File: src/hw/ahb_sram_cfg.svh
/*
 * AHB SRAM slave configuration
 * Bus widths, SRAM size and the widths used by burst arithmetic
 */

`ifndef AHB_SRAM_CFG_SVH
`define AHB_SRAM_CFG_SVH

// AHB data and address bus widths
`define AHB_DWIDTH 32
`define AHB_AWIDTH 32

// Byte address bits that reach the SRAM (1024 words)
`define MEM_AWIDTH 12

// Low address bits covered by wrap arithmetic
`define WRAP_BITS 11

// Counts up to 16 beats
`define BEAT_CNT_W 5

// Word count follows from the byte address width
`define MEM_WORDS (1 << (`MEM_AWIDTH - 2))

`endif

File: src/hw/ahb_sram_pkg.sv
/*
 * AHB SRAM slave types
 * AHB transfer, burst and size encodings and the slave FSM states
 */

`default_nettype none

package ahb_sram_pkg;

   // HTRANS encoding
   typedef enum logic [1:0] {
      IDLE   = 2'b00,
      BUSY   = 2'b01,
      NONSEQ = 2'b10,
      SEQ    = 2'b11
   } htrans_e;

   // HBURST encoding, wrap codes have bit 0 clear
   typedef enum logic [2:0] {
      SINGLE = 3'b000,
      INCR   = 3'b001,
      WRAP4  = 3'b010,
      INCR4  = 3'b011,
      WRAP8  = 3'b100,
      INCR8  = 3'b101,
      WRAP16 = 3'b110,
      INCR16 = 3'b111
   } hburst_e;

   // HSIZE, bytes per beat is 2**code
   typedef enum logic [2:0] {
      BYTE  = 3'b000,
      HALF  = 3'b001,
      WORD  = 3'b010,
      DWORD = 3'b011,
      QWORD = 3'b100,
      OWORD = 3'b101,
      W512  = 3'b110,
      W1024 = 3'b111
   } hsize_e;

   // Slave data phase states
   typedef enum logic [1:0] {
      ST_IDLE  = 2'b00,
      ST_WRITE = 2'b01,
      ST_READ  = 2'b10
   } slave_state_e;

   // Only response this slave gives
   localparam logic HRESP_OKAY = 1'b0;

endpackage

`default_nettype wire

File: src/hw/sram_if.sv
/*
 * SRAM port bundle
 * Control, address, byte lanes and data between the slave and the array
 */

`default_nettype none

`include "ahb_sram_cfg.svh"

interface sram_if (
   input logic HCLK
);

   logic                       wen;
   logic                       ren;
   logic [`AHB_DWIDTH-1:0]     wdata;
   // Byte address, word index above the two lane bits
   logic [`MEM_AWIDTH-1:0]     addr;
   logic [`AHB_DWIDTH/8-1:0]   byteen;
   logic [`AHB_DWIDTH-1:0]     rdata;

   // Slave FSM side
   modport ctrl (output wen, ren, wdata);

   // Address generator side
   modport addr_src (output addr);

   // Lane decoder, clock only for checking
   modport lanes (input HCLK, wen, addr, output byteen);

   // Memory array side
   modport mem (input wen, ren, wdata, addr, byteen, output rdata);

endinterface

`default_nettype wire

File: src/hw/ahb_slave_fsm.sv
/*
 * AHB-Lite slave control
 * Accepts transfers, runs the write/read FSM, inserts the single
 * read wait state and latches size and direction
 */

`default_nettype none

`include "ahb_sram_cfg.svh"

module ahb_slave_fsm
   import ahb_sram_pkg::*;
(
   input  logic                   HCLK,
   input  logic                   aresetn,
   input  logic                   hsel,
   input  logic                   hreadyin,
   input  htrans_e                htrans,
   input  logic                   hwrite,
   input  hsize_e                 hsize,
   output logic                   hreadyout,
   output logic                   cmd_load,
   output logic                   beat_step,
   output logic                   rd_path,
   output hsize_e                 size_d,
   sram_if.ctrl                   mem_ctl,
   input  logic [`AHB_DWIDTH-1:0] hwdata
);

   slave_state_e state_q;
   slave_state_e state_d;
   logic         accept;
   logic         leave;
   logic         rd_wait_q;
   logic         hwrite_q;

   ////////////////////////////////////////////////////////////
   // Transfer decode

   // Address phase taken by this slave
   assign accept = hsel & hreadyin & hreadyout & ((htrans == NONSEQ) | (htrans == SEQ));
   assign cmd_load = accept & (htrans == NONSEQ);

   // SEQ held through the read wait state still steps,
   // the read address runs one beat ahead of the bus
   assign beat_step = (accept | (rd_wait_q & hsel)) & (htrans == SEQ);

   // Bus idle, or a new transfer for another slave
   assign leave = (htrans == IDLE) | ((htrans == NONSEQ) & ~hsel);

   ////////////////////////////////////////////////////////////
   // Data phase FSM

   always_comb begin
      state_d = state_q;
      case (state_q)
         ST_IDLE: begin
            if (accept)
               state_d = hwrite ? ST_WRITE : ST_READ;
         end
         ST_WRITE, ST_READ: begin
            if (leave)
               state_d = ST_IDLE;
            else if (accept)
               state_d = hwrite ? ST_WRITE : ST_READ;
         end
         default: state_d = ST_IDLE;
      endcase
   end

   always_ff @(posedge HCLK or negedge aresetn) begin
      if (!aresetn) begin
         state_q   <= ST_IDLE;
         rd_wait_q <= 1'b0;
         hwrite_q  <= 1'b0;
         size_d    <= WORD;
      end else begin
         state_q   <= state_d;
         // New read, SRAM needs one cycle before data
         rd_wait_q <= cmd_load & ~hwrite;
         if (accept) begin
            size_d   <= hsize;
            hwrite_q <= hwrite;
         end
      end
   end

   // SRAM strobes follow the data phase
   assign mem_ctl.wen   = (state_q == ST_WRITE);
   assign mem_ctl.ren   = (state_q == ST_READ);
   assign mem_ctl.wdata = hwdata;

   assign hreadyout = ~rd_wait_q;
   // Read address only while the last transfer was a read
   assign rd_path   = ~hwrite_q;

   // No BUSY beats towards this slave
   a_no_busy : assert property (@(posedge HCLK) disable iff (!aresetn)
      hsel |-> (htrans != BUSY))
      else $error("BUSY transfer issued to the SRAM slave");

endmodule

`default_nettype wire

File: src/flat_wrapper.sv
// flat-port wrapper written by rule: the top's interface ports become plain ports
module ahb_slave_fsm_flat import ahb_sram_pkg::*;
  (HCLK, aresetn, hsel, hreadyin, htrans, hwrite, hsize, hreadyout, cmd_load, beat_step, rd_path, size_d, hwdata, mem_ctl_wen, mem_ctl_ren, mem_ctl_wdata);
  sram_if mem_ctl_i (.HCLK(HCLK));
  input  logic HCLK;
  input  logic aresetn;
  input  logic hsel;
  input  logic hreadyin;
  input  htrans_e htrans;
  input  logic hwrite;
  input  hsize_e hsize;
  output logic hreadyout;
  output logic cmd_load;
  output logic beat_step;
  output logic rd_path;
  output hsize_e size_d;
  input  logic [`AHB_DWIDTH-1:0] hwdata;
  output wire logic [$bits(mem_ctl_i.wen)-1:0] mem_ctl_wen;
  output wire logic [$bits(mem_ctl_i.ren)-1:0] mem_ctl_ren;
  output wire logic [$bits(mem_ctl_i.wdata)-1:0] mem_ctl_wdata;
  assign mem_ctl_wen = mem_ctl_i.wen;
  assign mem_ctl_ren = mem_ctl_i.ren;
  assign mem_ctl_wdata = mem_ctl_i.wdata;
  ahb_slave_fsm u_core (.HCLK(HCLK), .aresetn(aresetn), .hsel(hsel), .hreadyin(hreadyin), .htrans(htrans), .hwrite(hwrite), .hsize(hsize), .hreadyout(hreadyout), .cmd_load(cmd_load), .beat_step(beat_step), .rd_path(rd_path), .size_d(size_d), .mem_ctl(mem_ctl_i), .hwdata(hwdata));
endmodule
File: config.mk
export PLATFORM = sky130hd
export DESIGN_NAME = ahb_slave_fsm_flat
export DESIGN_NICKNAME = d
export VERILOG_FILES = /design/src/hw/ahb_sram_pkg.sv /design/src/hw/sram_if.sv /design/src/hw/ahb_slave_fsm.sv /design/src/flat_wrapper.sv
export VERILOG_INCLUDE_DIRS = /design/src /design/src/hw
export SDC_FILE = /design/constraint.sdc
export NUM_CORES = 1
export LEC_CHECK = 0
export ABC_AREA = 1
export BUFFER_PORTS_ARGS = -buffer_cell sky130_fd_sc_hd__buf_2
export CAP_MARGIN = 20
export CORE_AREA = 10 10 53 63
export DETAILED_ROUTE_END_ITERATION = 12
export DIE_AREA = 0 0 63 73
export PLACE_DENSITY = 0.76
export SLEW_MARGIN = 15
export SYNTH_ARGS = -nofsm -noshare
export SYNTH_HDL_FRONTEND = slang
export SYNTH_SLANG_ARGS = --single-unit
export TNS_END_PERCENT = 10
File: constraint.sdc
create_clock -name HCLK -period 1.29 [get_ports HCLK]
set_input_delay 0.258 -clock HCLK [delete_from_list [all_inputs] [get_ports HCLK]]
set_output_delay 0.258 -clock HCLK [all_outputs]
set_load 0.01 [all_outputs]
==> metrics.md <==
| Metric | Value |
|---|---|
| Syn Nets | `127` |
| Netlist cell types | `16` |
| Worst skew pair latency | `0.25 ns` |
| DR WL/cell | `12.0 um` |
| Vias per cell | `3.97` |
| VDD IR-drop max | `415 uV` |
| Post-synth top area share | `37.3%` |
| Syn Area/Cell | `7.96 um2` |
| CP Capture Point | `cmd_load` |
| RSZ-0062 raised after global routing | `yes` |
| Initial antenna violation count | `0` |
| Share of cells above drive strength 1 | `53.9%` |
| Flop-to-flop setup slack | `0.21 ns` |
| Actual slew at the worst max-slew pin | `0.170 ns` |
| H-tree levels | `1` |
| CTS sink count | `7` |
| Global route overflow | `0` |
| Die W | `63 um` |
| Final worst path period need | `1.30 ns` |
| N_diodes | `0` |
| Fin crit share | `101%` |
| Vias in the first global route | `446` |
| Net Sw Frac | `35.0%` |
| Nets | `123` |
| Failing checks | `negative setup slack` |
| Setup violators final | `1` |
| Detailed placer's ending HPWL | `1.02 mm` |
| WP data arrival | `1.05 ns` |
| Setup Skew | `0.000254 ns` |
| Clock network power share | `24.0%` |
| Pin count of the biggest net entering global routing | `8` |
| Setup slack after layout | `-0.0133 ns` |
| Crit Path Category | `register to primary output` |
| Net Sw Power | `288 uW` |
| Setup TNS | `-0.0133 ns` |
| Power density cells | `1310 nW/um2` |
| # IOs | `83` |
| Worst Setup SP | `u_core.rd_wait_q` |
| Die Ht | `73 um` |
| Fmax | `767 MHz` |
| Area Growth Syn to Fin | `-2.72%` |
| First-pass GRT wire length | `2.00 mm` |
| Initial Util | `29.1%` |
| Number of synthesized register bits | `7` |
| Final-layout fill cell count | `246` |
| GRT Overall Usage | `5.60%` |
| Core region area | `2210 um2` |
| CTS clock-pin slew for the worst setup and hold paths | `0.05 ns` |
| Max-slew violation count | `0` |
| Design area | `627 um2` |
| Required time worst endpoint | `1.03 ns` |
| Placed cell areas | `533 um2` |
| Register area share after synthesis | `27.4%` |
| Max Cap Viol | `0` |
| Internal Pwr Total | `535 uW` |
| Gate Count Post-Synth | `81` |
| Row count | `19` |
| Non-Filler Instances | `107` |
| Synth top area cells | `buf_4, dfrtp_1, nand2_1` |
| Leakage | `0.355 nW` |
| Via count | `425` |
| Port bufs | `18` |
| Reg2reg end | `u_core.state_q[0]` |
| CTS tree | `done` |
| Hold Path Class | `input pin to register` |
| Worst slew margin | `88.7%` |
| Clock buffer count from CTS | `3` |
| DIE AREA | `4600 um2` |
| RePlAce Congestion | `0.647` |
| Post-route ant nets | `0` |
| DRT Pass-1 Iters | `2` |
| Power Total | `823 uW` |
| Synth area leader | `buf_4` |
| Post-placement cell count | `98` |
| Clock Tree Buf Depth | `2` |
| Min-Delay Startpoint | `hwrite` |
| Syn. warnings | `0` |
| Register share of total power | `36.6%` |
| Critical Path Start Type | `register` |
| Outcome | `complete, but fails checks` |
| Hold Vio Cnt, Final | `0` |
| Root Driver | `clkbuf_4` |
| Cells on worst reg2reg path | `7` |
| Routed Wire Length | `1.28 mm` |
| DRT iter0 DRCs | `10` |
| Post-synthesis instance area | `644 um2` |
| RR Startpoint | `u_core.rd_wait_q` |
| CP endpoint kind | `primary output` |
| CP max FO | `2` |
| Comb power frac | `39.4%` |
| # DRC | `0` |
## state kept, by name, summed over array words and instances, names as in the netlist
name,cells
u_core.hwrite_q,1
u_core.rd_wait_q,1
u_core.size_d,3
u_core.state_q,2
## final cells by class
type	instances	area, um2	area share (%)
tap	31	38.8	6.19
timing repair buffer	23	143	22.8
inverter	11	41.3	6.59
clock buffer	4	26.3	4.19
sequential	7	176	28.1
multi-input combinational	31	201	32.1
## cells in the final DEF (no fill, tap or decap)
cell	synthesis	routed
nor2_4	1	2
nor3_1	1	1
inv_2	3	6
nand2_4	1	1
clkbuf_4	0	3
buf_2	0	16
ha_2	0	1
dlygate4sd3_1	0	1
dfrtp_1	6	6
nand3_2	1	1
nand2_1	16	16
ha_1	4	3
inv_1	8	5
a211oi_2	0	1
nand2_2	2	2
dfstp_2	1	1
nor2_2	1	1
buf_6	0	2
nor2_1	2	1
clkbuf_1	0	1
o21ai_1	1	1
buf_4	32	4
## timing repair
action / 4_1_cts / 5_1_grt
hold buffers: 1 / 0
gates resized for setup: 3 / 6
pin swaps: 3 / 1
hold endpoints to repair: 6 / 0
endpoints found under the setup margin: 4 / 4
buffers inserted: 3 / 1
## critical path: stages, from the launching register on
cell and delay, ns:
dfrtp_1 0.41, nor2_4 0.15, nand2_4 0.07, nor2_4 0.07
buf_6 0.10
## worst min path at each step
| stage | cells after the start | endpoint | slack [ns] |
|---|---|---|---|
| global placement | 1 | u_core.state_q[0] | 0.1 |
| CTS | 2 | u_core.rd_wait_q | 0.18 |
| detailed placement | 1 | u_core.size_d[2] | 0.11 |
| finish | 2 | u_core.rd_wait_q | 0.19 |
| floorplan | 0 | u_core.hwrite_q | -0.04 |
| global route | 2 | u_core.rd_wait_q | 0.18 |
## cells by family after synthesis
| group | count (synthesis) | synth area share [%] |
|---|---|---|
| DFF | 7 | 27.4 |
| and+or+nand+nor | 25 | 19.2 |
| buffers and inverters | 43 | 43.7 |
| adders and majority gates | 4 | 7.77 |
| AOI/OAI and AO/OA | 2 | 1.94 |
## per-layer routing
metal  vias up  GRT usage, %  part of all wire [%]
met5         -             0                     0
met4         0          6.22                   3.4
met3        12          5.68                    18
met2        31          6.78                    42
met1       184          4.85                    36
li1        198             -                     -
## power by group through the flow
| stage | sequential [mW] | clock (mW) | combinational (mW) |
|---|---|---|---|
| 2_1_floorplan | 0.305 | 0 | 0.277 |
| 3_3_place_gp | 0.299 | 0 | 0.264 |
| 3_5_place_dp | 0.304 | 0 | 0.275 |
| 4_1_cts | 0.298 | 0.210 | 0.308 |
| 5_1_grt | 0.307 | 0.223 | 0.370 |
| 6_report | 0.301 | 0.198 | 0.324 |
## cell usage after synthesis
| master | number |
|---|---|
| dfrtp_1 | 6 |
| nand2_4 | 1 |
| inv_1 | 8 |
| a211oi_1 | 1 |
| nand3_2 | 1 |
| nor2_2 | 1 |
| nor2_4 | 1 |
| nand2_1 | 16 |
| ha_1 | 4 |
| dfstp_2 | 1 |
| inv_2 | 3 |
| nand2_2 | 2 |
| buf_4 | 32 |
| nor2_1 | 2 |
| o21ai_1 | 1 |
| nor3_1 | 1 |
## stage by stage
stage	hold slack, ns	setup WS [ns]	util [%]
after floorplan	-0.0376	0.194	-
after global placement	0.0959	0.200	24.1
after detailed placement	0.106	0.162	24.1
after CTS	0.181	-0.0334	27.0
after global routing	0.176	-0.103	28.4
final	0.192	-0.0133	28.4
Power figures use the tool's default switching activity.
