### config.mk
export PLATFORM = sky130hd
export DESIGN_NAME = byte_lane_decode_flat
export DESIGN_NICKNAME = d
export VERILOG_FILES = /design/src/hw/ahb_sram_pkg.sv /design/src/hw/sram_if.sv /design/src/hw/byte_lane_decode.sv /design/src/flat_wrapper.sv
export VERILOG_INCLUDE_DIRS = /design/src /design/src/hw
export SDC_FILE = /design/constraint.sdc
export NUM_CORES = 1
export LEC_CHECK = 0
export ABC_AREA = 0
export BUFFER_PORTS_ARGS = -buffer_cell sky130_fd_sc_hd__buf_4
export CORE_AREA = 4 4 41 43
export DETAILED_ROUTE_END_ITERATION = 10
export DIE_AREA = 0 0 45 47
export REMOVE_ABC_BUFFERS = 1
export SLEW_MARGIN = 20
export SYNTH_ARGS = -nofsm -noshare
export SYNTH_HDL_FRONTEND = slang
export SYNTH_SLANG_ARGS = --single-unit
### constraint.sdc
create_clock -name vclk -period 0.9
set_input_delay 0.18 -clock vclk [all_inputs]
set_output_delay 0.18 -clock vclk [all_outputs]
set_load 0.05 [all_outputs]
### src/hw/ahb_sram_cfg.svh
/*
 * AHB SRAM slave configuration
 * Bus widths, SRAM size and the widths used by burst arithmetic
 */

`ifndef AHB_SRAM_CFG_SVH
`define AHB_SRAM_CFG_SVH

// AHB data and address bus widths
`define AHB_DWIDTH 32
`define AHB_AWIDTH 32

// Byte address bits that reach the SRAM (1024 words)
`define MEM_AWIDTH 12

// Low address bits covered by wrap arithmetic
`define WRAP_BITS 11

// Counts up to 16 beats
`define BEAT_CNT_W 5

// Word count follows from the byte address width
`define MEM_WORDS (1 << (`MEM_AWIDTH - 2))

`endif

### src/hw/ahb_sram_pkg.sv
/*
 * AHB SRAM slave types
 * AHB transfer, burst and size encodings and the slave FSM states
 */

`default_nettype none

package ahb_sram_pkg;

   // HTRANS encoding
   typedef enum logic [1:0] {
      IDLE   = 2'b00,
      BUSY   = 2'b01,
      NONSEQ = 2'b10,
      SEQ    = 2'b11
   } htrans_e;

   // HBURST encoding, wrap codes have bit 0 clear
   typedef enum logic [2:0] {
      SINGLE = 3'b000,
      INCR   = 3'b001,
      WRAP4  = 3'b010,
      INCR4  = 3'b011,
      WRAP8  = 3'b100,
      INCR8  = 3'b101,
      WRAP16 = 3'b110,
      INCR16 = 3'b111
   } hburst_e;

   // HSIZE, bytes per beat is 2**code
   typedef enum logic [2:0] {
      BYTE  = 3'b000,
      HALF  = 3'b001,
      WORD  = 3'b010,
      DWORD = 3'b011,
      QWORD = 3'b100,
      OWORD = 3'b101,
      W512  = 3'b110,
      W1024 = 3'b111
   } hsize_e;

   // Slave data phase states
   typedef enum logic [1:0] {
      ST_IDLE  = 2'b00,
      ST_WRITE = 2'b01,
      ST_READ  = 2'b10
   } slave_state_e;

   // Only response this slave gives
   localparam logic HRESP_OKAY = 1'b0;

endpackage

`default_nettype wire

### src/hw/sram_if.sv
/*
 * SRAM port bundle
 * Control, address, byte lanes and data between the slave and the array
 */

`default_nettype none

`include "ahb_sram_cfg.svh"

interface sram_if (
   input logic HCLK
);

   logic                       wen;
   logic                       ren;
   logic [`AHB_DWIDTH-1:0]     wdata;
   // Byte address, word index above the two lane bits
   logic [`MEM_AWIDTH-1:0]     addr;
   logic [`AHB_DWIDTH/8-1:0]   byteen;
   logic [`AHB_DWIDTH-1:0]     rdata;

   // Slave FSM side
   modport ctrl (output wen, ren, wdata);

   // Address generator side
   modport addr_src (output addr);

   // Lane decoder, clock only for checking
   modport lanes (input HCLK, wen, addr, output byteen);

   // Memory array side
   modport mem (input wen, ren, wdata, addr, byteen, output rdata);

endinterface

`default_nettype wire

### src/hw/byte_lane_decode.sv
/*
 * Byte lane decoder
 * Write enables per byte from the latched size and low address bits
 */

`default_nettype none

module byte_lane_decode
   import ahb_sram_pkg::*;
(
   input  hsize_e     size_d,
   sram_if.lanes      lanes
);

   logic [3:0] lane_sel;

   ////////////////////////////////////////////////////////////
   // Lane select

   always_comb begin
      case (size_d)
         // One lane from addr[1:0]
         BYTE: lane_sel = 4'b0001 << lanes.addr[1:0];
         // Lower or upper half from addr[1]
         HALF: lane_sel = lanes.addr[1] ? 4'b1100 : 4'b0011;
         // Word and wider take the full bus
         default: lane_sel = 4'b1111;
      endcase
   end

   // Only a write data phase opens any lane
   assign lanes.byteen = lane_sel & {4{lanes.wen}};

   // Halfword writes sit on a halfword boundary
   a_half_aligned : assert property (@(posedge lanes.HCLK)
      (lanes.wen && (size_d == HALF)) |-> (lanes.addr[0] == 1'b0))
      else $error("halfword write not aligned");

   // Bus is one word wide
   a_size_fits : assert property (@(posedge lanes.HCLK)
      lanes.wen |-> (size_d inside {BYTE, HALF, WORD}))
      else $error("write wider than the data bus");

endmodule

`default_nettype wire

### src/flat_wrapper.sv
// flat-port wrapper written by rule: the top's interface ports become plain ports
module byte_lane_decode_flat import ahb_sram_pkg::*;
  (size_d, HCLK, lanes_wen, lanes_addr, lanes_byteen);
  sram_if lanes_i (.HCLK(HCLK));
  input  hsize_e size_d;
  input wire logic HCLK;
  input wire logic [$bits(lanes_i.wen)-1:0] lanes_wen;
  input wire logic [$bits(lanes_i.addr)-1:0] lanes_addr;
  output wire logic [$bits(lanes_i.byteen)-1:0] lanes_byteen;
  assign lanes_i.wen = lanes_wen;
  assign lanes_i.addr = lanes_addr;
  assign lanes_byteen = lanes_i.byteen;
  byte_lane_decode u_core (.size_d(size_d), .lanes(lanes_i));
endmodule
==> results.cfg, run 1 <==
[route]
initialDrtViolationCount = 1
drt_first_pass_iters = 2
viasPerCell = 3.206
via_count = 109
wirelength_um = 314
avgRoutedWirePerCell_um = 9.235
drtAntennaViolNets = 0
drcViolationCount = 0

[pwr]
power_frac_seq = 0
power.share.combinational = 1.000
switching_share = 0.5770
cellLeakagePower_nw = 0.09018
total_power_mw = 0.1652
power.share.clock = 0
power.density_nw_per_um2 = 781.1
p_sw_mw = 0.09529
internal-power_mw = 0.06987
irDropWorstVdd_uv = 197.6

[logic_synthesis]
synth.distinct_cells = 6
yosysTopAreaCellShare = 0.4103
synthTopCellsByArea = o21ai_1 41%, o21ai_2 18%, nand2b_1 13%
yosys_warnings = 0
netlist_instances = 9
synth_most_common_cell = o21ai_1
synth.cell_area_um2 = 48.80
seq_area_frac_synth = 0
syn_avg_cell_area_um2 = 5.422
synth.largest_area_cell = o21ai_1

[place]
portBuffers = 10
place_ws_ns = -0.06015
hpwl_um = 247.6
routabilityCongestion = 0.6429
placed_cells = 34

[setup_path]
startpoint_type = input port
cp-end-kind = output pin
path_class = in -> out
path_max_fanout = 4
worstPathArrival_ns = 0.73
required_ns = 0.72

[status]
failed_checks = setup timing
status = finished with violations

[grt]
antenna_found_initial = 0
grt_pass1_wl_um = 455
grt.total_usage = 0.02911
grt_max_degree = 5
grt.overflow.total = 0
grt_pass1_vias = 106

[die]
core-area_um2 = 1301
initial_utilization = 0.03750
ioPinCount = 21
fp.dieW_um = 45
chipHeight_um = 47
core.rowCount = 13
die-area_um2 = 2115

[timing]
slew_viol_final = 0
max_slew.worst_pin.slew_ns = 0.2025
final-setup-viol-count = 4
slew_headroom = 0.8645
period_share = 1.016
worst_slack_ns = -0.01429
grt_setup_unrepaired = true
max_clock_freq_mhz = 1094
finalCriticalPeriod_ns = 0.9143
finalHoldViolations = 0

[final_layout]
area_delta_synth_final_pct = 333.3
fin_cells = 34
final_nets = 38
layout-drive-gt1-share = 1.000
clkbuf_count = 0
diodes = 0
flops_and_latches = 0
regArea_um2 = 0

[job]
drv_cap = 0

[worst_hold_path]
worst_hold_path_type = in -> out

[cts]
holdBufCountCts = 0
post_cts_buffers = 0
[metrics by stage]
step / util / TNS [ns] / hold slack (ns) / area (um2)
2_1_floorplan: - / -1.159 / 0.7043 / 48.80
3_3_place_gp: 0.1096 / -0.1768 / 0.7784 / 142.6
3_5_place_dp: 0.1096 / -0.1910 / 0.7809 / 142.6
4_1_cts: 0.1606 / -0.005998 / 0.7147 / 209.0
5_1_grt: 0.1625 / -0.1034 / 0.7321 / 211.5
6_report: 0.1625 / -0.03593 / 0.7196 / 211.5
[worst paths after layout]
kind                      start              end  slack (ns)  cells after the start
worst max-delay path  size_d[2]  lanes_byteen[2]       -0.01                      4
worst min-delay path  size_d[1]  lanes_byteen[0]        0.72                      4
[cell usage in the layout, fill, tap and decap left out, drive strengths merged]
master,n
nor2b,1
o21ai,5
nor2,1
nand2,1
nand2b,1
buf,10
[cells by family after synthesis]
kind of cell / synth area share
AND/OR/NAND/NOR: 0.4103
AO/OA/AOI/OAI: 0.5898
[timing repair]
action	in CTS	in global routing
resized for setup	16	1
pin swaps	4	1
endpoints found under the hold margin	0	0
endpoints found under the setup margin	4	4
[critical path: stages]
cell	delay (ns)
buf_6	0.10
o21ai_4	0.21
o21ai_2	0.09
buf_6	0.16
[final cells by class]
type                       instances  area [um2]
fill                             150        1090
multi-input combinational          9       91.34
tap                               15       18.77
timing repair buffer              10       101.3
[per-layer routing]
layer	share of wire	global-route usage	vias to the layer above
met1	0.39	0.03596	47
met2	0.37	0.04520	10
met3	0.24	0.01916	0
met5	0	0	-
li1	-	-	52
met4	0	0	0
[power by group through the flow]
stage	sequential [mW]	clock (mW)	combinational [mW]
after CTS	0	0	0.164
after global routing	0	0	0.171
after detailed placement	0	0	0.124
final	0	0	0.165
after global placement	0	0	0.123
after floorplan	0	0	0.0737
Power figures use the tool's default switching activity.
==> run 2, diff against run 1 <==
--- a/config.mk
+++ b/config.mk
@@ -6,7 +6,7 @@
 export SDC_FILE = /design/constraint.sdc
 export NUM_CORES = 1
 export LEC_CHECK = 0
-export ABC_AREA = 0
+export ABC_AREA = 1
 export BUFFER_PORTS_ARGS = -buffer_cell sky130_fd_sc_hd__buf_4
 export CORE_AREA = 4 4 41 43
 export DETAILED_ROUTE_END_ITERATION = 10
==> results.cfg, run 2 <==
[pwr]
internal-power_mw = 0.06493
power.share.clock = 0
irDropWorstVdd_uv = 110.9
switching_share = 0.5747
cellLeakagePower_nw = 0.1013
total_power_mw = 0.1527
power.density_nw_per_um2 = 674.1
power_frac_seq = 0
p_sw_mw = 0.08773
power.share.combinational = 1.000

[place]
place_ws_ns = -0.05578
hpwl_um = 262.8
portBuffers = 10
routabilityCongestion = 0.5170

[timing]
fin_setup_tns_ns = 0
slew_headroom = 0.8702
final-setup-viol-count = 0
max_clock_freq_mhz = 1116
max_slew.worst_pin.slew_ns = 0.1945
slew_viol_final = 0
finalCriticalPeriod_ns = 0.8960
period_share = 0.9956
grt_setup_unrepaired = true
finalHoldViolations = 0
worst_slack_ns = 0.003985

[route]
initialDrtViolationCount = 0
drt_first_pass_iters = 1
drtAntennaViolNets = 0
via_count = 122
drcViolationCount = 0
viasPerCell = 3.211
avgRoutedWirePerCell_um = 9.211
wirelength_um = 350

[setup_path]
path_buf_inv = 2
cp-end-kind = output pin
worstPathArrival_ns = 0.72
path_cells = buf_8 > nand2_4 > nand2_2 > a21oi_2 > buf_6
cp_slowest_cell = buf_6
max_stage_delay_ns = 0.18
startpoint_type = input port
crit_family = buffers and inverters
required_ns = 0.72
path_class = in -> out
path_max_fanout = 3

[logic_synthesis]
synth_most_common_cell = a21oi_1
syn_avg_cell_area_um2 = 4.524
netlist_instances = 13
yosys_warnings = 0
synth.distinct_cells = 6
synthTopCellsByCount = 4 x a21oi_1, 3 x inv_1, 2 x nand2_1, 2 x o21ai_0
synth.largest_area_cell = a21oi_1
synth.cell_area_um2 = 58.81
yosysTopAreaCellShare = 0.3404
synthTopCellsByArea = a21oi_1 34%, inv_1 19%, o21ai_0 17%
seq_area_frac_synth = 0

[die]
ioPinCount = 21
core-area_um2 = 1301
initial_utilization = 0.04519
die-area_um2 = 2115
core.rowCount = 13
fp.dieW_um = 45
chipHeight_um = 47

[worst_hold_path]
whs_path_depth = 5
worstHoldStart = lanes_addr[1]
holdPathEnd = lanes_byteen[1]
worst_hold_path_type = in -> out

[job]
drv_cap = 0

[final_layout]
final_nets = 42
layout-drive-gt1-share = 0.8696
flops_and_latches = 0
clkbuf_count = 0
diodes = 0
mostFrequentLayoutCells = 6 x buf_6, 4 x a21oi_2, 2 x buf_8, 2 x buf_4
regArea_um2 = 0
layout_commonest_cell = buf_6
area_delta_synth_final_pct = 285.1

[grt]
grt.overflow.total = 0
grt_max_degree = 5
grt.total_usage = 0.02124
antenna_found_initial = 0
grt_pass1_vias = 88
grt_pass1_wl_um = 338

[cts]
holdBufCountCts = 0
post_cts_buffers = 0

[status]
status = finished, final reports clean
## run 2: cell count changes after synthesis, sizes merged
cell	previous run	this run
nor2b	1	0
a21oi	0	4
nand2b	1	0
nand2	1	3
inv	0	3
o21ai	5	2
## run 2: tightest hold or removal path: stages
cell and delay (ns):
buf_6 0.08, inv_2 0.03, o21ai_2 0.05, a21oi_2 0.05
buf_6 0.15
## run 2: repair_timing
item | CTS | global route
pin swaps | 6 | 6
resized for setup | 9 | 15
hold endpoints to repair | 0 | 0
cloned | 0 | 0
setup endpoints to repair | 4 | 4
## run 2: how the worst max path moves through the flow
stage / startpoint / end / slack (ns) / depth (start not counted)
after floorplan: lanes_addr[1] / lanes_byteen[1] / -0.34 / 3
after global placement: lanes_addr[1] / lanes_byteen[1] / -0.07 / 5
after detailed placement: size_d[2] / lanes_byteen[2] / -0.06 / 4
after CTS: size_d[0] / lanes_byteen[2] / -0.04 / 6
after global routing: lanes_addr[0] / lanes_byteen[2] / -0.02 / 5
final: lanes_addr[0] / lanes_byteen[2] / 0.004 / 5
## run 2: per-layer routing
| metal | global-route usage | part of all wire | wire [um] |
|---|---|---|---|
| met5 | 0 | 0 | 0 |
| met4 | 0 | 0 | 0 |
| met3 | 0 | 0 | 0 |
| met2 | 0.05932 | 0.81 | 283 |
| met1 | 0.01348 | 0.19 | 67 |
## run 2: kinds of logic (layout without fill, tap and decap cells)
logic type             after synthesis  count (layout)  share of synthesized area
and+or+nand+nor                      4               4                     0.2979
AOI/OAI and AO/OA                    6               6                     0.5107
buffers and inverters                3              13                     0.1915
## run 2: final cells by class
class,instances,area [um2]
Timing Repair Buffer,10,112.6
Inverter,3,13.76
Tap cell,15,18.77
Multi-Input combinational cell,10,81.33
Fill cell,162,1075
## run 2: metrics by stage
step / hold WS, ns / instances / util / area [um2]
global placement: 0.7778 / 38 / 0.1173 / 152.6
detailed placement: 0.7891 / 38 / 0.1173 / 152.6
CTS: 0.7648 / 38 / 0.1308 / 170.2
floorplan: 0.6402 / 13 / - / 58.81
global route: 0.7384 / 38 / 0.1740 / 226.5
finish: 0.7198 / 38 / 0.1740 / 226.5
## run 2: power groups by stage
stage,registers (mW),logic [mW],clock network (mW)
2_1_floorplan,0,0.0640,0
3_3_place_gp,0,0.109,0
3_5_place_dp,0,0.110,0
4_1_cts,0,0.120,0
5_1_grt,0,0.161,0
6_report,0,0.153,0
