<file path="config.mk">
export PLATFORM = sky130hd
export DESIGN_NAME = burst_addr_gen_flat
export DESIGN_NICKNAME = d
export VERILOG_FILES = /design/src/hw/ahb_sram_pkg.sv /design/src/hw/sram_if.sv /design/src/hw/burst_addr_gen.sv /design/src/flat_wrapper.sv
export VERILOG_INCLUDE_DIRS = /design/src /design/src/hw
export SDC_FILE = /design/constraint.sdc
export NUM_CORES = 1
export LEC_CHECK = 0
export BUFFER_PORTS_ARGS = -buffer_cell sky130_fd_sc_hd__buf_4
export CORE_MARGIN = 2
export CORE_UTILIZATION = 40
export CTS_CLUSTER_SIZE = 28
export DETAILED_ROUTE_END_ITERATION = 7
export HOLD_SLACK_MARGIN = 0.03
export PLACE_DENSITY = 0.62
export SETUP_SLACK_MARGIN = 0.4
export SLEW_MARGIN = 25
export SYNTH_ARGS = -nofsm -noshare
export SYNTH_HDL_FRONTEND = slang
export SYNTH_SLANG_ARGS = --single-unit
</file>
<file path="constraint.sdc">
create_clock -name HCLK -period 2.2 [get_ports HCLK]
set_clock_uncertainty 0.2 [all_clocks]
set_input_delay 0.22 -clock HCLK [delete_from_list [all_inputs] [get_ports HCLK]]
set_output_delay 0.22 -clock HCLK [all_outputs]
set_load 0.02 [all_outputs]
</file>
<file path="src/hw/ahb_sram_cfg.svh">
/*
 * AHB SRAM slave configuration
 * Bus widths, SRAM size and the widths used by burst arithmetic
 */

`ifndef AHB_SRAM_CFG_SVH
`define AHB_SRAM_CFG_SVH

// AHB data and address bus widths
`define AHB_DWIDTH 32
`define AHB_AWIDTH 32

// Byte address bits that reach the SRAM (1024 words)
`define MEM_AWIDTH 12

// Low address bits covered by wrap arithmetic
`define WRAP_BITS 11

// Counts up to 16 beats
`define BEAT_CNT_W 5

// Word count follows from the byte address width
`define MEM_WORDS (1 << (`MEM_AWIDTH - 2))

`endif

</file>
<file path="src/hw/ahb_sram_pkg.sv">
/*
 * AHB SRAM slave types
 * AHB transfer, burst and size encodings and the slave FSM states
 */

`default_nettype none

package ahb_sram_pkg;

   // HTRANS encoding
   typedef enum logic [1:0] {
      IDLE   = 2'b00,
      BUSY   = 2'b01,
      NONSEQ = 2'b10,
      SEQ    = 2'b11
   } htrans_e;

   // HBURST encoding, wrap codes have bit 0 clear
   typedef enum logic [2:0] {
      SINGLE = 3'b000,
      INCR   = 3'b001,
      WRAP4  = 3'b010,
      INCR4  = 3'b011,
      WRAP8  = 3'b100,
      INCR8  = 3'b101,
      WRAP16 = 3'b110,
      INCR16 = 3'b111
   } hburst_e;

   // HSIZE, bytes per beat is 2**code
   typedef enum logic [2:0] {
      BYTE  = 3'b000,
      HALF  = 3'b001,
      WORD  = 3'b010,
      DWORD = 3'b011,
      QWORD = 3'b100,
      OWORD = 3'b101,
      W512  = 3'b110,
      W1024 = 3'b111
   } hsize_e;

   // Slave data phase states
   typedef enum logic [1:0] {
      ST_IDLE  = 2'b00,
      ST_WRITE = 2'b01,
      ST_READ  = 2'b10
   } slave_state_e;

   // Only response this slave gives
   localparam logic HRESP_OKAY = 1'b0;

endpackage

`default_nettype wire

</file>
<file path="src/hw/sram_if.sv">
/*
 * SRAM port bundle
 * Control, address, byte lanes and data between the slave and the array
 */

`default_nettype none

`include "ahb_sram_cfg.svh"

interface sram_if (
   input logic HCLK
);

   logic                       wen;
   logic                       ren;
   logic [`AHB_DWIDTH-1:0]     wdata;
   // Byte address, word index above the two lane bits
   logic [`MEM_AWIDTH-1:0]     addr;
   logic [`AHB_DWIDTH/8-1:0]   byteen;
   logic [`AHB_DWIDTH-1:0]     rdata;

   // Slave FSM side
   modport ctrl (output wen, ren, wdata);

   // Address generator side
   modport addr_src (output addr);

   // Lane decoder, clock only for checking
   modport lanes (input HCLK, wen, addr, output byteen);

   // Memory array side
   modport mem (input wen, ren, wdata, addr, byteen, output rdata);

endinterface

`default_nettype wire

</file>
<file path="src/hw/burst_addr_gen.sv">
/*
 * Burst address generator
 * Registered write address, internal read address with increment
 * and wrap, beat counting and SRAM address select
 */

`default_nettype none

`include "ahb_sram_cfg.svh"

module burst_addr_gen
   import ahb_sram_pkg::*;
(
   input  logic                   HCLK,
   input  logic                   aresetn,
   input  logic [`MEM_AWIDTH-1:0] haddr,
   input  hburst_e                hburst,
   input  hsize_e                 hsize,
   input  logic                   cmd_load,
   input  logic                   beat_step,
   input  logic                   rd_path,
   sram_if.addr_src               mem_addr
);

   logic [`MEM_AWIDTH-1:0] waddr_q;
   logic [`MEM_AWIDTH-1:0] raddr_q;
   logic [`MEM_AWIDTH-1:0] raddr_nxt;
   logic [`WRAP_BITS:0]    span_bytes;
   logic [7:0]             size_bytes;
   logic [`WRAP_BITS-1:0]  wrap_mask_q;
   logic [7:0]             step_q;
   logic                   wrap_q;
   logic [`BEAT_CNT_W-1:0] beat_lim_d;
   logic [`BEAT_CNT_W-1:0] beat_lim_q;
   logic [`BEAT_CNT_W-1:0] beat_cnt_q;
   logic                   at_top;
   logic                   can_step;

   ////////////////////////////////////////////////////////////
   // Burst attributes

   // Span is 4/8/16 beats from HBURST[2:1], scaled by size
   assign size_bytes = 8'd1 << hsize;
   assign span_bytes = ((`WRAP_BITS+1)'(2) << hburst[2:1]) << hsize;

   always_comb begin
      case (hburst)
         SINGLE:        beat_lim_d = `BEAT_CNT_W'(1);
         WRAP4, INCR4:  beat_lim_d = `BEAT_CNT_W'(4);
         WRAP8, INCR8:  beat_lim_d = `BEAT_CNT_W'(8);
         WRAP16, INCR16: beat_lim_d = `BEAT_CNT_W'(16);
         // Zero marks undefined length
         default:       beat_lim_d = '0;
      endcase
   end

   ////////////////////////////////////////////////////////////
   // Read address

   // Top beat of the span has every mask bit set
   assign at_top   = wrap_q & ((raddr_q[`WRAP_BITS-1:0] & wrap_mask_q) == wrap_mask_q);
   assign can_step = (beat_lim_q == '0) | (beat_cnt_q < beat_lim_q);

   always_comb begin
      if (at_top)
         raddr_nxt = {raddr_q[`MEM_AWIDTH-1:`WRAP_BITS], raddr_q[`WRAP_BITS-1:0] & ~wrap_mask_q};
      else
         raddr_nxt = raddr_q + `MEM_AWIDTH'(step_q);
   end

   always_ff @(posedge HCLK or negedge aresetn) begin
      if (!aresetn) begin
         raddr_q     <= '0;
         wrap_mask_q <= '0;
         step_q      <= 8'd4;
         wrap_q      <= 1'b0;
         beat_lim_q  <= '0;
         beat_cnt_q  <= '0;
      end else if (cmd_load) begin
         raddr_q     <= haddr;
         wrap_mask_q <= `WRAP_BITS'(span_bytes - size_bytes);
         step_q      <= size_bytes;
         wrap_q      <= (hburst == WRAP4) | (hburst == WRAP8) | (hburst == WRAP16);
         beat_lim_q  <= beat_lim_d;
         beat_cnt_q  <= `BEAT_CNT_W'(1);
      end else if (beat_step && can_step) begin
         raddr_q <= raddr_nxt;
         if (beat_lim_q != '0)
            beat_cnt_q <= beat_cnt_q + 1'b1;
      end
   end

   // Write data phase uses last cycle's HADDR
   always_ff @(posedge HCLK) begin
      waddr_q <= haddr;
   end

   assign mem_addr.addr = rd_path ? raddr_q : waddr_q;

endmodule

`default_nettype wire

</file>
<file path="src/flat_wrapper.sv">
// flat-port wrapper written by rule: the top's interface ports become plain ports
module burst_addr_gen_flat import ahb_sram_pkg::*;
  (HCLK, aresetn, haddr, hburst, hsize, cmd_load, beat_step, rd_path, mem_addr_addr);
  sram_if mem_addr_i (.HCLK(HCLK));
  input  logic HCLK;
  input  logic aresetn;
  input  logic [`MEM_AWIDTH-1:0] haddr;
  input  hburst_e hburst;
  input  hsize_e hsize;
  input  logic cmd_load;
  input  logic beat_step;
  input  logic rd_path;
  output wire logic [$bits(mem_addr_i.addr)-1:0] mem_addr_addr;
  assign mem_addr_addr = mem_addr_i.addr;
  burst_addr_gen u_core (.HCLK(HCLK), .aresetn(aresetn), .haddr(haddr), .hburst(hburst), .hsize(hsize), .cmd_load(cmd_load), .beat_step(beat_step), .rd_path(rd_path), .mem_addr(mem_addr_i));
endmodule
</file>
==> impl_metrics.json, run 1 <==
{
  "r2r_setup_slack_ns": -0.16,
  "critPathTopFamily": "simple AND/OR/NAND/NOR gates",
  "timing.final.crit_period_ns": 2.36,
  "core_area_um2": 8180,
  "synth_top_cell_area_share_pct": 29.2,
  "slew_headroom_pct": 47.4,
  "path_max_fanout": 6,
  "antenna_found_initial": 0,
  "regArea_um2": 1240,
  "synth.distinct_cells": 61,
  "cts-root-buf": "clkbuf_8",
  "synth.avg_cell_area_um2": 9.32,
  "worstPathCellList": "inv_2 -> ha_2 -> nand3b_1 -> or4b_4 -> or2_1 -> buf_4 -> a32oi_2 -> o21ai_1",
  "yosys_register_bits": 52,
  "fin_ws_ns": -0.158,
  "hold_viol": 0,
  "cts_tree": "built",
  "cts_max_level": 2,
  "drv_cap": 0,
  "peakVddDrop_uv": 290,
  "clk_pin_slew_ns": 0.11,
  "antenna_cells": 0,
  "drt_first_pass_iters": 4,
  "place_congestion": 0.894,
  "ant_nets": 0,
  "routed_wl_mm": 9.33,
  "yosysMostFrequentCell": "dfrtp_1",
  "start_util_pct": 40.9,
  "cellPowerDensity_nw_per_um2": 592,
  "fin_crit_sh_pct": 107,
  "syn_nets": 405,
  "grt_pass1_vias": 3105,
  "final_max_slew_viol_count": 0,
  "drc": 0,
  "startpoint_type": "register",
  "wl_per_cell_um": 15.6,
  "vias": 3126,
  "finalSetupViolCount": 12,
  "yosysTopAreaCell": "dfrtp_1",
  "ys_seq_area_share_pct": 37.1,
  "die_y_um": 95.4,
  "cts_buffers": 5,
  "yosysWarnings": 0,
  "worstMarginPinSlew_ns": 0.788,
  "rsz0062_at_grt": "true",
  "synth_common_cells": "dfrtp_1, nand2_1, o21ai_0",
  "clockBufferDepth": 2,
  "fill_cells": 648,
  "vias_per_cell": 5.22,
  "syn_area_um2": 3340,
  "clock_latency_ns": 0.32,
  "cp_slowest_cell": "or4b_4",
  "cpPeakStageDelay_ns": 0.51,
  "max_freq_mhz": 424,
  "synth_cells": 359,
  "endpoint_kind": "register",
  "synth_edf_count": 0,
  "grt_remaining_overflow": 0,
  "synthArstFlopShare_pct": 76.9,
  "grt_max_degree": 48,
  "crit_required_ns": 2.18,
  "hold_path_class": "in -> reg",
  "numPortBuffers": 34,
  "dp_hpwl_mm": 6.40,
  "yosys_most_used_dff": "dfrtp_1",
  "die-area_um2": 9110,
  "multi_input_area_um2": 2430,
  "drtIter0Drc": 149,
  "drive_above_1_share_pct": 48.4,
  "power.leakage_nw": 2.27,
  "die_w_um": 95.4,
  "dp_slack_ns": -0.328,
  "cp_num_buf_inv": 2,
  "crit_type": "reg -> reg",
  "clock-sinks": 52,
  "arrival_ns": 2.34,
  "grt_pass1_wl_mm": 14.8,
  "grt_usage_pct": 20.8,
  "outcome": "finished, violations left",
  "violations": "negative setup slack",
  "area_growth_pct": 56.1,
  "synth.area.top_cells": "dfrtp_1, ha_1, dfxtp_1",
  "row_count": 33,
  "final_nets": 539,
  "design_power_total_mw": 3.09,
  "io_pins": 35
}
-- stage by stage --
step	hold WS (ns)	utilization, %	instances	area (um^2)	setup TNS, ns
2_1_floorplan	-0.276	-	359	3590	-0.370
3_3_place_gp	0.0342	53.4	555	4360	-1.90
3_5_place_dp	0.0356	53.4	555	4360	-2.16
4_1_cts	0.0330	62.2	598	5080	-0.713
5_1_grt	0.0369	63.9	599	5220	-1.68
6_report	0.0389	63.9	599	5220	-0.929
-- registers in the layout, indices dropped and copies added (netlist names) --
register / cells
u_core.beat_lim_q: 4
u_core.raddr_q: 12
u_core.wrap_mask_q: 10
u_core.beat_cnt_q: 5
u_core.step_q: 8
u_core.wrap_q: 1
u_core.waddr_q: 12
-- kinds of logic (layout without fill, tap and decap cells) --
| group | Yosys count | in the layout | synth area share [%] |
|---|---|---|---|
| buffers and inverters | 39 | 174 | 6.17 |
| DFF | 52 | 52 | 37.1 |
| adders and majority gates | 23 | 23 | 9.05 |
| AOI/OAI and AO/OA | 103 | 103 | 20.6 |
| xor gates and xnor gates | 20 | 20 | 5.24 |
| muxes | 19 | 19 | 6.25 |
| and+or+nand+nor | 103 | 103 | 15.6 |
-- cell type report --
cell class | instances | area share, %
Sequential cell | 52 | 23.8
Clock buffer | 5 | 1.32
Multi-Input combinational cell | 268 | 46.5
Clock inverter | 3 | 0.431
Timing Repair Buffer | 146 | 23.9
Inverter | 20 | 1.44
Tap cell | 105 | 2.52
-- worst reg2reg max path: stages, from the launching register on --
cell	delay, ns
dfrtp_1	0.40
inv_2	0.05
ha_2	0.16
nand3b_1	0.17
or4b_4	0.52
or2_1	0.26
buf_4	0.17
a32oi_2	0.22
o21ai_1	0.08
-- layout by cell type, fill, tap and decap left out, types with 4 or more instances in the layout --
cell           count
dfxtp_1           12
ha_1              12
a21oi_2            6
mux2_2            13
nand2_1           25
a21oi_1           12
nor2b_4            4
mux2i_1            4
o211ai_1           5
o21ai_0           16
dfrtp_1           38
o21ai_1           12
inv_1             16
inv_2              4
dlygate4sd3_1     14
clkbuf_8           5
nand2b_1           4
buf_12             4
nor3_2             6
nor2_1            19
ha_4               7
a2bb2oi_1          7
nor3_1             6
nand3_1            4
buf_4            111
a31oi_1            4
xnor2_1            9
nand2_2            5
buf_6             16
xor2_1             7
-- routing by layer --
| layer | global-route usage [%] | routed length (um) |
|---|---|---|
| met1 | 25.8 | 4100 |
| met2 | 38.5 | 4820 |
| met3 | 2.77 | 298 |
| met4 | 4.29 | 104 |
| met5 | 0 | 0 |
-- what timing repair did --
action / 4_1_cts / 5_1_grt
buffers inserted: 21 / 1
endpoints found under the hold margin: 65 / 0
pin swaps: 58 / 26
endpoints found under the setup margin: 24 / 25
gates resized for setup: 71 / 31
hold buffers: 14 / 0
-- final timing paths --
check	startpoint	endpoint	depth (start not counted)
max	u_core.raddr_q[0]	u_core.raddr_q[6]	8
max reg2reg	u_core.raddr_q[0]	u_core.raddr_q[6]	8
min in group asynchronous	aresetn	u_core.raddr_q[9]	2
min reg2reg	u_core.step_q[6]	u_core.step_q[6]	2
min	hburst[2]	u_core.beat_lim_q[0]	3
max in group asynchronous	aresetn	u_core.step_q[2]	2
-- power breakdown --
part	switching, mW	leakage [nW]	internal, mW	total (mW)
clock	0.342	0.0485	0.229	0.571
sequential	0.0827	0.590	1.06	1.14
combinational	0.664	1.63	0.710	1.37
total	1.09	2.27	2.00	3.09
No activity file was read; power rests on OpenSTA's default activity.
==> run 2, diff against run 1 <==
Settings changed: CORE_UTILIZATION 40 to 53, PLACE_DENSITY 0.62 to not set, PLACE_DENSITY_LB_ADDON set to 0.12.
==> run 2 against run 1 <==
Net effect: the flow still finishes with violations (negative setup slack); largest power group unchanged; sequential power is essentially flat; register-to-register slack worse by 0.07 ns; wire length is 19% higher; setup slack worse by 0.072 ns; first-iteration DRC count grew 11%; maximum frequency shrank 2.9%; cell count decreased by 4.8%; clock power is 2% higher; sequential share of layout area is 0.43 points lower; critical path depth up 2; via count increased by 9.4%.
==> impl_metrics.json, run 2 (synthesized netlist as in run 1, its figures left out) <==
{
  "core_area_um2": 6030,
  "clk_pin_slew_ns": 0.10,
  "grt_max_degree": 41,
  "crit_required_ns": 2.24,
  "drc": 0,
  "design_power_total_mw": 3.18,
  "slew_headroom_pct": 64.1,
  "p_clk_share_pct": 18.3,
  "die_w_um": 83.4,
  "cts_tree": "built",
  "drt_first_pass_iters": 5,
  "grt_usage_pct": 30.3,
  "routed_wl_mm": 11.1,
  "dp_hpwl_mm": 6.60,
  "cts_buffers": 5,
  "clock_latency_ns": 0.31,
  "internal_power_mw": 2.05,
  "endpoint_kind": "register",
  "violations": "negative setup slack",
  "fin_crit_sh_pct": 110,
  "crit_type": "reg -> reg",
  "clock-sinks": 52,
  "clockBufferDepth": 2,
  "p_switching_mw": 1.13,
  "hold_path_class": "in -> reg",
  "peakVddDrop_uv": 588,
  "pwr-share-seq_pct": 36.2,
  "cts-root-buf": "clkbuf_8",
  "final_max_slew_viol_count": 0,
  "final_common_cell": "buf_4",
  "drtIter0Drc": 166,
  "start_util_pct": 55.5,
  "fin_ws_ns": -0.229,
  "row_count": 28,
  "cts_max_level": 2,
  "drv_cap": 0,
  "swShare_pct": 35.5,
  "grt_pass1_wl_mm": 17.1,
  "final_nets": 540,
  "place_congestion": 0.935,
  "area_growth_pct": 58.8,
  "fin_hold_ws_ns": 0.0439,
  "vias": 3419,
  "hold_viol": 0,
  "die-area_um2": 6960,
  "antenna_cells": 0,
  "wl_per_cell_um": 19.4,
  "startpoint_type": "register",
  "power.leakage_nw": 2.31,
  "grt_pass1_vias": 3510,
  "final_cell_mix": "buf_4, dfrtp_1, nand2_1",
  "fin_area_um2": 5310,
  "numPortBuffers": 34,
  "power_frac_comb_pct": 45.4,
  "die_y_um": 83.4,
  "path_max_fanout": 2,
  "whs_path_depth": 3,
  "drive_above_1_share_pct": 49.9,
  "vias_per_cell": 6.00,
  "cellPowerDensity_nw_per_um2": 599,
  "placed_area_um2": 4340,
  "arrival_ns": 2.47,
  "finalSetupViolCount": 12,
  "io_pins": 35,
  "reg2regPathDepth": 10,
  "worstMarginPinSlew_ns": 0.538,
  "antenna_found_initial": 0,
  "timing.final.crit_period_ns": 2.43,
  "outcome": "finished, violations left",
  "grt_remaining_overflow": 0,
  "max_freq_mhz": 412,
  "top_regs": "u_core.raddr_q x12, u_core.waddr_q x12, u_core.wrap_mask_q x10",
  "ant_nets": 0,
  "dp_slack_ns": -0.304,
  "rsz0062_at_grt": "true"
}
run 2: final cells by class:
class                   instances  area, um^2
repair buffers                147        1300
clock buffers                   7        86.3
multi-input cells             268        2500
clock inverters                 1        8.76
inverters                      20        75.1
well taps                      75        93.8
fillers                       292         714
flip-flops and latches         52        1240
run 2: worst max-delay path, stage by stage (launching register included):
cell and delay (ns):
dfrtp_1 0.44, buf_6 0.14, ha_4 0.16, fa_2 0.36
buf_4 0.15, buf_4 0.13, a21o_1 0.15, a21oi_1 0.18
xnor2_1 0.21, a31oi_4 0.12, a2bb2oi_1 0.13
run 2: power groups by stage:
stage          clock (mW)  sequential (mW)  combinational, mW
5_1_grt             0.620             1.16               1.54
2_1_floorplan           0             1.14              0.688
6_report            0.583             1.15               1.45
3_3_place_gp            0             1.15               1.08
3_5_place_dp            0             1.15               1.10
4_1_cts             0.582             1.14               1.29
run 2: per-stage QoR:
stage / setup TNS [ns] / instances / utilization (%)
global route: -2.32 / 570 / 88.1
floorplan: -0.370 / 359 / -
finish: -1.30 / 570 / 88.1
detailed placement: -2.63 / 526 / 72.1
global placement: -2.00 / 526 / 72.1
CTS: -0.805 / 563 / 84.3
run 2: worst paths after layout:
| check | start | slack, ns | end |
|---|---|---|---|
| hold reg to reg | u_core.step_q[2] | 0.32 | u_core.step_q[2] |
| hold / removal | hburst[2] | 0.04 | u_core.beat_lim_q[0] |
| min in group asynchronous | aresetn | 0.22 | u_core.beat_cnt_q[4] |
| setup / recovery | u_core.step_q[0] | -0.23 | u_core.raddr_q[4] |
| max in group asynchronous | aresetn | 1.19 | u_core.wrap_mask_q[6] |
| setup reg to reg | u_core.step_q[0] | -0.23 | u_core.raddr_q[4] |
run 2: per-layer routing:
metal	vias up	GRT usage (%)	share of wire, %
li1	1568	-	-
met1	1710	39.2	42
met2	117	53.2	52
met3	24	4.27	4.4
met4	0	7.92	2.0
met5	-	0	0
run 2: what timing repair did:
item | CTS | global route
setup endpoints to repair | 25 | 26
cloned | 1 | 0
resized for setup | 73 | 36
pin swaps | 34 | 29
hold buffers | 15 | 0
setup buffers | 13 | 7
endpoints found under the hold margin | 68 | 0
